$ cat config.mk
export PLATFORM = sky130hd
export DESIGN_NAME = store_merge
export DESIGN_NICKNAME = d
export VERILOG_FILES = /design/src/lsu_pkg.sv /design/src/store_merge.sv
export VERILOG_INCLUDE_DIRS = /design/src /design/src/src
export SDC_FILE = /design/constraint.sdc
export NUM_CORES = 1
export LEC_CHECK = 0
export BUFFER_PORTS_ARGS = -buffer_cell sky130_fd_sc_hd__buf_4
export CORE_AREA = 2 2 279 281
export DETAILED_ROUTE_END_ITERATION = 10
export DIE_AREA = 0 0 281 283
export PLACE_DENSITY = 0.32
export SLEW_MARGIN = 20
export SYNTH_ARGS = -nofsm -noshare
export SYNTH_HDL_FRONTEND = slang
export SYNTH_SLANG_ARGS = --single-unit
$ cat constraint.sdc
create_clock -name vclk -period 1.9
set_input_delay 0.095 -clock vclk [all_inputs]
set_output_delay 0.095 -clock vclk [all_outputs]
set_load 0.02 [all_outputs]
$ cat src/dcache_defs.svh
`ifndef DCACHE_DEFS_SVH
`define DCACHE_DEFS_SVH

// address and data widths
`define DC_ADDR_W 64
`define DC_WORD_W 64

// address split into tag | index | offset
`define DC_OFFSET_W 6
`define DC_INDEX_W 6
`define DC_TAG_W (`DC_ADDR_W - `DC_INDEX_W - `DC_OFFSET_W)

// geometry
`define DC_SETS 64
`define DC_LINE_W 512

`endif

$ cat src/lsu_pkg.sv
package lsu_pkg;

	// load opcodes as issued by the pipeline
	typedef enum logic [2:0] {
		LD_D = 3'd0,	// 64-bit
		LB   = 3'd1,	// signed byte
		LH   = 3'd2,	// signed half
		LW   = 3'd3,	// signed word
		LBU  = 3'd4,	// unsigned byte
		LHU  = 3'd5,	// unsigned half
		LWU  = 3'd6	// unsigned word
	} load_op_t;

	// store opcodes
	typedef enum logic [1:0] {
		SD = 2'd0,
		SW = 2'd1,
		SH = 2'd2,
		SB = 2'd3
	} store_op_t;

endpackage

$ cat src/store_merge.sv
`timescale 1ns/1ps
`include "dcache_defs.svh"

module store_merge (
	input  logic [`DC_WORD_W-1:0]   store_data,
	input  logic [`DC_OFFSET_W-1:0] offset,
	input  lsu_pkg::store_op_t      store_op,
	output logic [`DC_LINE_W-1:0]   wr_line,
	output logic [`DC_LINE_W/8-1:0] wr_mask,
	output logic [`DC_WORD_W-1:0]   store_word,
	output logic [3:0]              store_size
);
	import lsu_pkg::*;

	logic [7:0] byte_en;	// enables for the low 8 bytes

	always_comb begin
		case (store_op)
			SD: begin
				store_word = store_data;
				store_size = 4'd8;
				byte_en    = 8'hff;
			end
			SW: begin
				store_word = {32'b0, store_data[31:0]};
				store_size = 4'd4;
				byte_en    = 8'h0f;
			end
			SH: begin
				store_word = {48'b0, store_data[15:0]};
				store_size = 4'd2;
				byte_en    = 8'h03;
			end
			default: begin	// sb
				store_word = {56'b0, store_data[7:0]};
				store_size = 4'd1;
				byte_en    = 8'h01;
			end
		endcase
	end

	// move bytes and mask to the line offset
	assign wr_line = {{(`DC_LINE_W-`DC_WORD_W){1'b0}}, store_word} << {offset, 3'b000};
	assign wr_mask = {{(`DC_LINE_W/8-8){1'b0}}, byte_en} << offset;

endmodule

==> reports/qor.yml <==
fin_ws_ns: -0.109
setup_tns_ns: -0.710
drc: 0
hold_buffers: 0
synth_area_leader_cell: "o22ai_1"
worst-path-buf-inv: 4
synth_fa_ha_area_share_pct: 0
layout_commonest_cell: "buf_4"
first_iter_violations: 1539
wl_per_cell_um: 31.4
whs_path_depth: 2
slew_viol_final: 0
yosysSeqAreaShare_pct: 0
area_growth_pct: 153
io_buffers: 716
pin_count: 716
row_count: 102
ir_drop_v: 0.0000971
grt_setup_unrepaired: "true"
syn_avg_cell_area_um2: 5.77
worstMarginPinSlew_ns: 0.783
worstSetupPathType: "in -> out"
fp.coreArea_um2: 76700
routed_wirelength_um: 118000
critPathLaunchType: "input port"
synth.top_cell.area_share_pct: 11.7
timing.slew.headroom_pct: 47.8
syn_inst: 1599
grt_overflow: 0
maxCapViolCount: 0
fin_crit_ns: 2.01
postRouteAntennaNets: 0
powerDensity_nw_per_um2: 253
yosys.area_share.simple_pct: 37.9
worstPathRequired_ns: 1.80
hpwl_um: 96700
cpMaxStageDelayCell: "a22oi_2"
crit_path_max_incr_delay_ns: 0.55
drive_above_1_share_pct: 63.9
dieArea_um2: 79500
status: "complete, but fails checks"
multi_input_area_um2: 10800
finalSetupViolCount: 21
fillers: 8484
seq_cells: 0
min_to: "store_word[1]"
whs_ns: 0.484
arrival_ns: 1.91
grt_max_degree: 46
finalCritPeriodShare_pct: 106
end_kind: "output pin"
placed_area_um2: 19700
violations: "setup timing"
hold_class: "in -> out"
layout.cells.most_common_list: "buf_4, nor2_1, nand2_1"
syn-cell-area_um2: 9230
muxShareOfSynthArea_pct: 4.46
via_per_inst: 5.13
synthXorXnorAreaFrac_pct: 0
synth_top_family_by_area: "compound AO/OA/AOI/OAI gates"
synth_area_leaders: "o22ai_1, a21oi_1, nor2_1, nand2_1, clkbuf_1"
vias: 19200
fin_area_um2: 23300
crit_path_max_fanout: 20
fmax_mhz: 498
initial_core_util_pct: 12.0
die_w_um: 281
fin_cells: 3743
synth_compound_area_share_pct: 47.0
first_pass_iters: 5
nClkBuffers: 0
grt_pass1_vias: 18400
grtUsageTotal_pct: 27.3
fin_nets: 2775
crit_family: "compound AO/OA/AOI/OAI gates"
path_cells: "buf_16, bufbuf_16, nand2_1, o21ai_0, buf_4, a22oi_2, o22ai_1, buf_4"
cpMostUsedCell: "buf_4"
hp-start: "store_data[1]"
dp_cells: 3711
antenna_found_initial: 4
regArea_um2: 0
ys_types: 78
synthesis.nets: 1671
yosysWarnings: 0
total_leakage_power_nw: 9.98
die_h_um: 283
finalHoldViolCount: 0
grt_pass1_wl_um: 155000
place_congestion: 0.947
## Yosys cell counts, types with 17 or more instances
master    count
nor2b_1      28
clkbuf_1    107
o21ai_0      55
a21oi_1     168
a221o_1      17
nand2b_1     19
o21ai_1      17
nor3_1       55
nand2_1     186
mux2i_1      40
a22oi_1      19
o221ai_1     38
o22ai_1     172
and2_1       38
nor2_1      216
buf_2        54
inv_1        21
nand3_1      42
nor3b_1      20
## how the worst max path moves through the flow
stage	start	end	cells past startpoint	slack, ns
floorplan	offset[1]	wr_line[119]	6	-0.02
global placement	offset[0]	wr_line[454]	9	-0.53
detailed placement	offset[0]	wr_line[393]	9	-0.52
CTS	store_op[0]	wr_line[222]	10	-0.06
global route	store_op[1]	wr_line[225]	9	-0.07
finish	offset[0]	wr_line[429]	8	-0.11
## kinds of logic after synthesis
kind of cell,after synthesis
muxes,41
and+or+nand+nor,705
buffers and inverters,213
AOI/OAI and AO/OA,640
## area by class of cell
cell class / count / share of cell area, %
Antenna cell: 2 / 0.0215
Inverter: 22 / 0.370
Multi-Input combinational cell: 1386 / 46.5
Tap cell: 1040 / 5.58
Timing Repair Buffer: 1293 / 47.5
## metrics by stage
| step | setup WS, ns | total power [mW] | util [%] |
|---|---|---|---|
| final | -0.109 | 5.89 | 30.4 |
| after global routing | -0.0734 | 6.06 | 30.4 |
| after CTS | -0.0628 | 5.37 | 27.8 |
| after detailed placement | -0.519 | 4.95 | 25.6 |
| after global placement | -0.528 | 4.96 | 25.6 |
| after floorplan | -0.0228 | 2.02 | - |
## what timing repair did
action / CTS / global route
endpoints found under the hold margin: 0 / 0
setup endpoints to repair: 555 / 369
buffers inserted: 8 / 22
pin swaps: 32 / 48
resized for setup: 323 / 339
cloned: 3 / 9
## where the power goes
part	internal [mW]	switching (mW)	total [mW]
Combinational	2.33	3.56	5.89
Clock	0.0000000646	0	0.0000000646
Sequential	0	0	0
## routing by layer
metal / share of wire [%] / vias to the layer above / GRT usage, %
met1: 43 / 9777 / 36.1
met4: 3.1 / 0 / 4.88
met3: 7.2 / 129 / 4.38
met5: 0 / - / 0
met2: 47 / 1008 / 46.7
li1: - / 8274 / -
(Power assumes the default switching activity.)
