===== config.mk =====
export PLATFORM = sky130hd
export DESIGN_NAME = dcache_ctrl
export DESIGN_NICKNAME = d
export VERILOG_FILES = /design/src/dcache_pkg.sv /design/src/dcache_ctrl.sv
export VERILOG_INCLUDE_DIRS = /design/src /design/src/src
export SDC_FILE = /design/constraint.sdc
export NUM_CORES = 1
export LEC_CHECK = 0
export ABC_CLOCK_PERIOD_IN_PS = 5600
export BUFFER_PORTS_ARGS = -buffer_cell sky130_fd_sc_hd__buf_2
export CAP_MARGIN = 20
export CORE_AREA = 2 2 107 109
export DETAILED_ROUTE_END_ITERATION = 8
export DIE_AREA = 0 0 109 111
export GPL_ROUTABILITY_DRIVEN = 0
export PLACE_DENSITY_LB_ADDON = 0.05
export SLEW_MARGIN = 20
export SYNTH_ARGS = -nofsm -noshare
export SYNTH_HDL_FRONTEND = slang
export SYNTH_SLANG_ARGS = --single-unit

===== constraint.sdc =====
create_clock -name clk -period 5.6 [get_ports clk]
set_input_delay 1.68 -clock clk [delete_from_list [all_inputs] [get_ports clk]]
set_output_delay 1.68 -clock clk [all_outputs]
set_load 0.1 [all_outputs]

===== src/dcache_defs.svh =====
`ifndef DCACHE_DEFS_SVH
`define DCACHE_DEFS_SVH

// address and data widths
`define DC_ADDR_W 64
`define DC_WORD_W 64

// address split into tag | index | offset
`define DC_OFFSET_W 6
`define DC_INDEX_W 6
`define DC_TAG_W (`DC_ADDR_W - `DC_INDEX_W - `DC_OFFSET_W)

// geometry
`define DC_SETS 64
`define DC_LINE_W 512

`endif


===== src/dcache_pkg.sv =====
package dcache_pkg;

	// miss handling states
	typedef enum logic [1:0] {
		DC_LOOKUP     = 2'd0,
		DC_WRITE_BACK = 2'd1,
		DC_REFILL     = 2'd2
	} dc_state_t;

	// way select within a set
	typedef enum logic {
		WAY0 = 1'b0,
		WAY1 = 1'b1
	} way_t;

endpackage


===== src/dcache_ctrl.sv =====
`timescale 1ns/1ps
`include "dcache_defs.svh"

module dcache_ctrl (
	input  logic                  clk,
	input  logic                  reset,
	input  logic                  mem_read,
	input  logic                  mem_write,
	input  logic                  hit,
	input  logic                  victim_dirty,
	input  logic                  wb_done,
	input  logic                  fill_done,
	input  logic [3:0]            store_size,
	input  logic [`DC_ADDR_W-1:0] addr,
	input  logic [`DC_WORD_W-1:0] store_word,
	output logic                  stall,
	output logic                  wr_en,
	output logic                  fill_en,
	output logic                  clean_victim,
	output logic                  wb_req,
	output logic                  fill_req,
	output logic                  pending_write,
	output logic [`DC_WORD_W-1:0] pending_data,
	output logic [`DC_ADDR_W-1:0] pending_addr,
	output logic [3:0]            pending_size,
	output logic                  load_valid
);
	import dcache_pkg::*;

	dc_state_t state;
	dc_state_t state_next;
	logic      req;
	logic      in_lookup;
	logic      miss;

	assign req       = mem_read || mem_write;
	assign in_lookup = (state == DC_LOOKUP);
	assign miss      = in_lookup && req && !hit;
	assign stall     = !in_lookup || miss;	// raised in the lookup cycle itself

	always_comb begin
		state_next = state;
		case (state)
			DC_LOOKUP: begin
				if (miss)
					state_next = victim_dirty ? DC_WRITE_BACK : DC_REFILL;
			end
			DC_WRITE_BACK: begin
				if (wb_done)
					state_next = DC_REFILL;
			end
			DC_REFILL: begin
				if (fill_done)
					state_next = DC_LOOKUP;	// access retries as a hit
			end
			default: state_next = DC_LOOKUP;
		endcase
	end

	always_ff @(posedge clk) begin
		if (reset)
			state <= DC_LOOKUP;
		else
			state <= state_next;
	end

	// request levels held until the memory answers
	assign wb_req       = (state == DC_WRITE_BACK);
	assign fill_req     = (state == DC_REFILL);
	assign clean_victim = wb_req && wb_done;
	assign fill_en      = fill_req && fill_done;
	assign wr_en        = in_lookup && mem_write && hit;
	assign load_valid   = in_lookup && mem_read && hit;

	// write-through notice one cycle after the store edge
	always_ff @(posedge clk) begin
		if (reset)
			pending_write <= 1'b0;
		else
			pending_write <= wr_en;
	end

	always_ff @(posedge clk) begin
		if (wr_en) begin
			pending_data <= store_word;
			pending_addr <= addr;
			pending_size <= store_size;
		end
	end

	// memory answers only a request that is up
	a_wb_done_req: assert property (@(posedge clk) disable iff (reset)
		wb_done |-> wb_req);

	a_fill_done_req: assert property (@(posedge clk) disable iff (reset)
		fill_done |-> fill_req);

	// requester holds the access while stalled
	a_hold_on_stall: assert property (@(posedge clk) disable iff (reset)
		stall |=> ($stable(mem_read) && $stable(mem_write) && $stable(addr)));

endmodule


==> flow_metrics.env <==
export IMPL_status="complete, no violations"
export IMPL_grt_pass1_vias=2584
export IMPL_min_path_cells=1
export IMPL_cts_sinks=135
export IMPL_synth_adder_area_share=0
export IMPL_die_area_sq_mm=0.0121
export IMPL_synth_simple_area_share=0.0190
export IMPL_relSlewSlack=0.368
export IMPL_ys_warn_count=0
export IMPL_path_class="in -> out"
export IMPL_cp_slowest_stage_delay_ns=0.42
export IMPL_start_util=0.375
export IMPL_die_x_um=109
export IMPL_boundaryPins=280
export IMPL_critPathLaunchType="input pin"
export IMPL_cts_buffers=17
export IMPL_antenna_found_initial=0
export IMPL_finalHoldViolCount=0
export IMPL_worst_path_max_fanout=3
export IMPL_fmax_mhz=243
export IMPL_place_inst=576
export IMPL_critPathCaptureType="output port"
export IMPL_drt_total_wl_um=9500
export IMPL_route_met3_wl_um=1240
export IMPL_synth_xor_area_share=0
export IMPL_grt_max_degree=78
export IMPL_power_frac_comb=0.181
export IMPL_grtUsageTotal=0.158
export IMPL_port_buffers=279
export IMPL_nets=592
export IMPL_max_cap_viol_count=0
export IMPL_ir_worst_vdd_v=0.000178
export IMPL_crit_family="buffers and inverters"
export IMPL_tns_ns=0
export IMPL_tightestPinTransition_ns=0.948
export IMPL_crit_arrival_ns=2.43
export IMPL_cts_resized=0
export IMPL_skew_ns=0.00483
export IMPL_synth_mux_area_frac=0
export IMPL_coreArea_sq_mm=0.0111
export IMPL_hold_buffers=0
export IMPL_diodes=0
export IMPL_clockBufferDepth=2
export IMPL_leakage_uw=0.00267
export IMPL_clkPwrFrac=0.364
export IMPL_via_count=2541
export IMPL_hpwl_um=7150
export IMPL_stdcell_area_sq_mm=0.00624
export IMPL_p_per_area_mw_per_mm2=416
export IMPL_yosysUniqueCellTypes=15
export IMPL_syn_area_sq_mm=0.00415
export IMPL_swShare=0.294
export IMPL_vias_per_cell=4.20
export IMPL_reg2reg_to="pending_data[16]"
export IMPL_wl_met2_um=5000
export IMPL_post_cts_buffers=0
export IMPL_avgSynthCellArea_sq_um=27.3
export IMPL_worstRegToRegCells=4
export IMPL_cts_tree="done"
export IMPL_r2r_start="state[1]"
export IMPL_final_cell_mix="buf_2 (279), edfxtp_1 (132), clkbuf_16 (17)"
export IMPL_insertion_delay_ns=0.40
export IMPL_drive_above_1_share=0.665
export IMPL_drtIter0Drc=72
export IMPL_syn2layout_area_growth_pct=50.5
export IMPL_dpl_cell_area_sq_mm=0.00574
export IMPL_min_delay_start="state[1]"
export IMPL_min_period_ns=4.11
export IMPL_yosysSeqAreaShare=0.970
export IMPL_cp_required_ns=3.92
export IMPL_cp_slowest_cell="buf_2"
export IMPL_rows=39
export IMPL_final_core_util=0.564
export IMPL_regToRegSetupSlack_ns=2.96
export IMPL_path_clk_slew_ns=0.05
export IMPL_synth_top_family_by_area="simple AND/OR/NAND/NOR gates"
export IMPL_seqPwrFrac=0.455
export IMPL_overflow=0
export IMPL_path_depth=4
export IMPL_setup_viol=0
export IMPL_fin_crit_sh=0.734
export IMPL_die_h_um=111
export IMPL_internal_power_uw=1830
export IMPL_avgRoutedWirePerCell_um=15.7
export IMPL_layout_commonest_cell="buf_2"
export IMPL_final_max_slew_viol_count=0
export IMPL_worst_path_buf_inv=2
export IMPL_hold_path_class="reg -> reg"
export IMPL_syn_nets=292
export IMPL_rsz0062_at_grt="false"
export IMPL_hold_end="state[0]"
export IMPL_crit_top_cell="buf_2"
export IMPL_firstDrtPassIters=4
export IMPL_ant_nets=0
export IMPL_top_layer_used="met4"
export IMPL_final_cells=605
export IMPL_ys_seq_elements=135
export IMPL_cts_root_buf="clkbuf_16"
export IMPL_h_tree_depth=4
export IMPL_drc=0
export IMPL_grt_pass1_wl_um=13600
export IMPL_netSwitchingPower_uw=765
export IMPL_synth_cells=152
export IMPL_synth_compound_area_frac=0.0106
export IMPL_routedLengthMet1_um=3090
export IMPL_path_cells="buf_2, o21bai_4, nand2_1, buf_2"
final cells by class:
class                           count  area (sq um)
Multi-Input combinational cell     16           126
Timing Repair Buffer              281          1410
Tap cell                          143           179
Clock inverter                      8          60.1
Fill cell                         916          4830
Inverter                            1          3.75
Clock buffer                       21           440
Sequential cell                   135          4020
layer usage:
layer / up-vias / GRT usage
met1: 1158 / 0.155
met4: 0 / 0.0692
met5: - / 0
met3: 10 / 0.0905
met2: 163 / 0.267
li1: 1210 / -
power groups by stage:
| stage | Sequential [uW] | Combinational, uW | Clock [uW] |
|---|---|---|---|
| floorplan | 1530 | 47.4 | 0 |
| global placement | 1200 | 473 | 0 |
| detailed placement | 1200 | 474 | 0 |
| CTS | 1180 | 475 | 976 |
| global route | 1190 | 485 | 1030 |
| finish | 1180 | 471 | 945 |
stage by stage:
stage,hold slack (ns),total power [uW],setup slack [ns]
2_1_floorplan,0.453,1580,0.252
3_3_place_gp,0.481,1670,1.48
3_5_place_dp,0.494,1680,1.48
4_1_cts,0.497,2630,1.47
5_1_grt,0.521,2700,1.44
6_report,0.492,2600,1.49
how the worst max path moves through the flow:
stage	startpoint	end	slack [ns]
final	hit	stall	1.49
after global routing	hit	stall	1.44
after CTS	mem_write	wr_en	1.47
after detailed placement	mem_write	wr_en	1.48
after global placement	mem_write	wr_en	1.48
after floorplan	hit	wr_en	0.25
cell usage after synthesis:
cell,number,area share
nor2_1,1,0.00090
inv_1,1,0.00090
and3_2,2,0.0036
nand2_1,1,0.00090
or4_1,1,0.0018
o21bai_4,1,0.0045
a21oi_1,1,0.0012
dfxtp_1,3,0.014
nor2b_1,3,0.0045
and2_1,2,0.0030
or3b_1,1,0.0021
edfxtp_1,132,0.96
a22oi_1,1,0.0018
a211oi_2,1,0.0030
or2b_2,1,0.0021
registers in the layout, indices dropped and copies added (netlist names):
signal / cells
pending_addr: 64
pending_data: 64
pending_size: 4
pending_write: 1
state: 2
worst reg2reg max path, stage by stage (launching register included):
cell and delay, ns:
dfxtp_1 0.34, nor2_1 0.18, and3_4 0.23, buf_4 0.71, buf_4 0.77
cell families (layout without fill, tap and decap cells):
kind of cell | Yosys count | count (layout)
simple gates | 12 | 12
flops | 135 | 135
buf+inv | 1 | 311
compound gates | 4 | 4
Power figures use the tool's default switching activity.
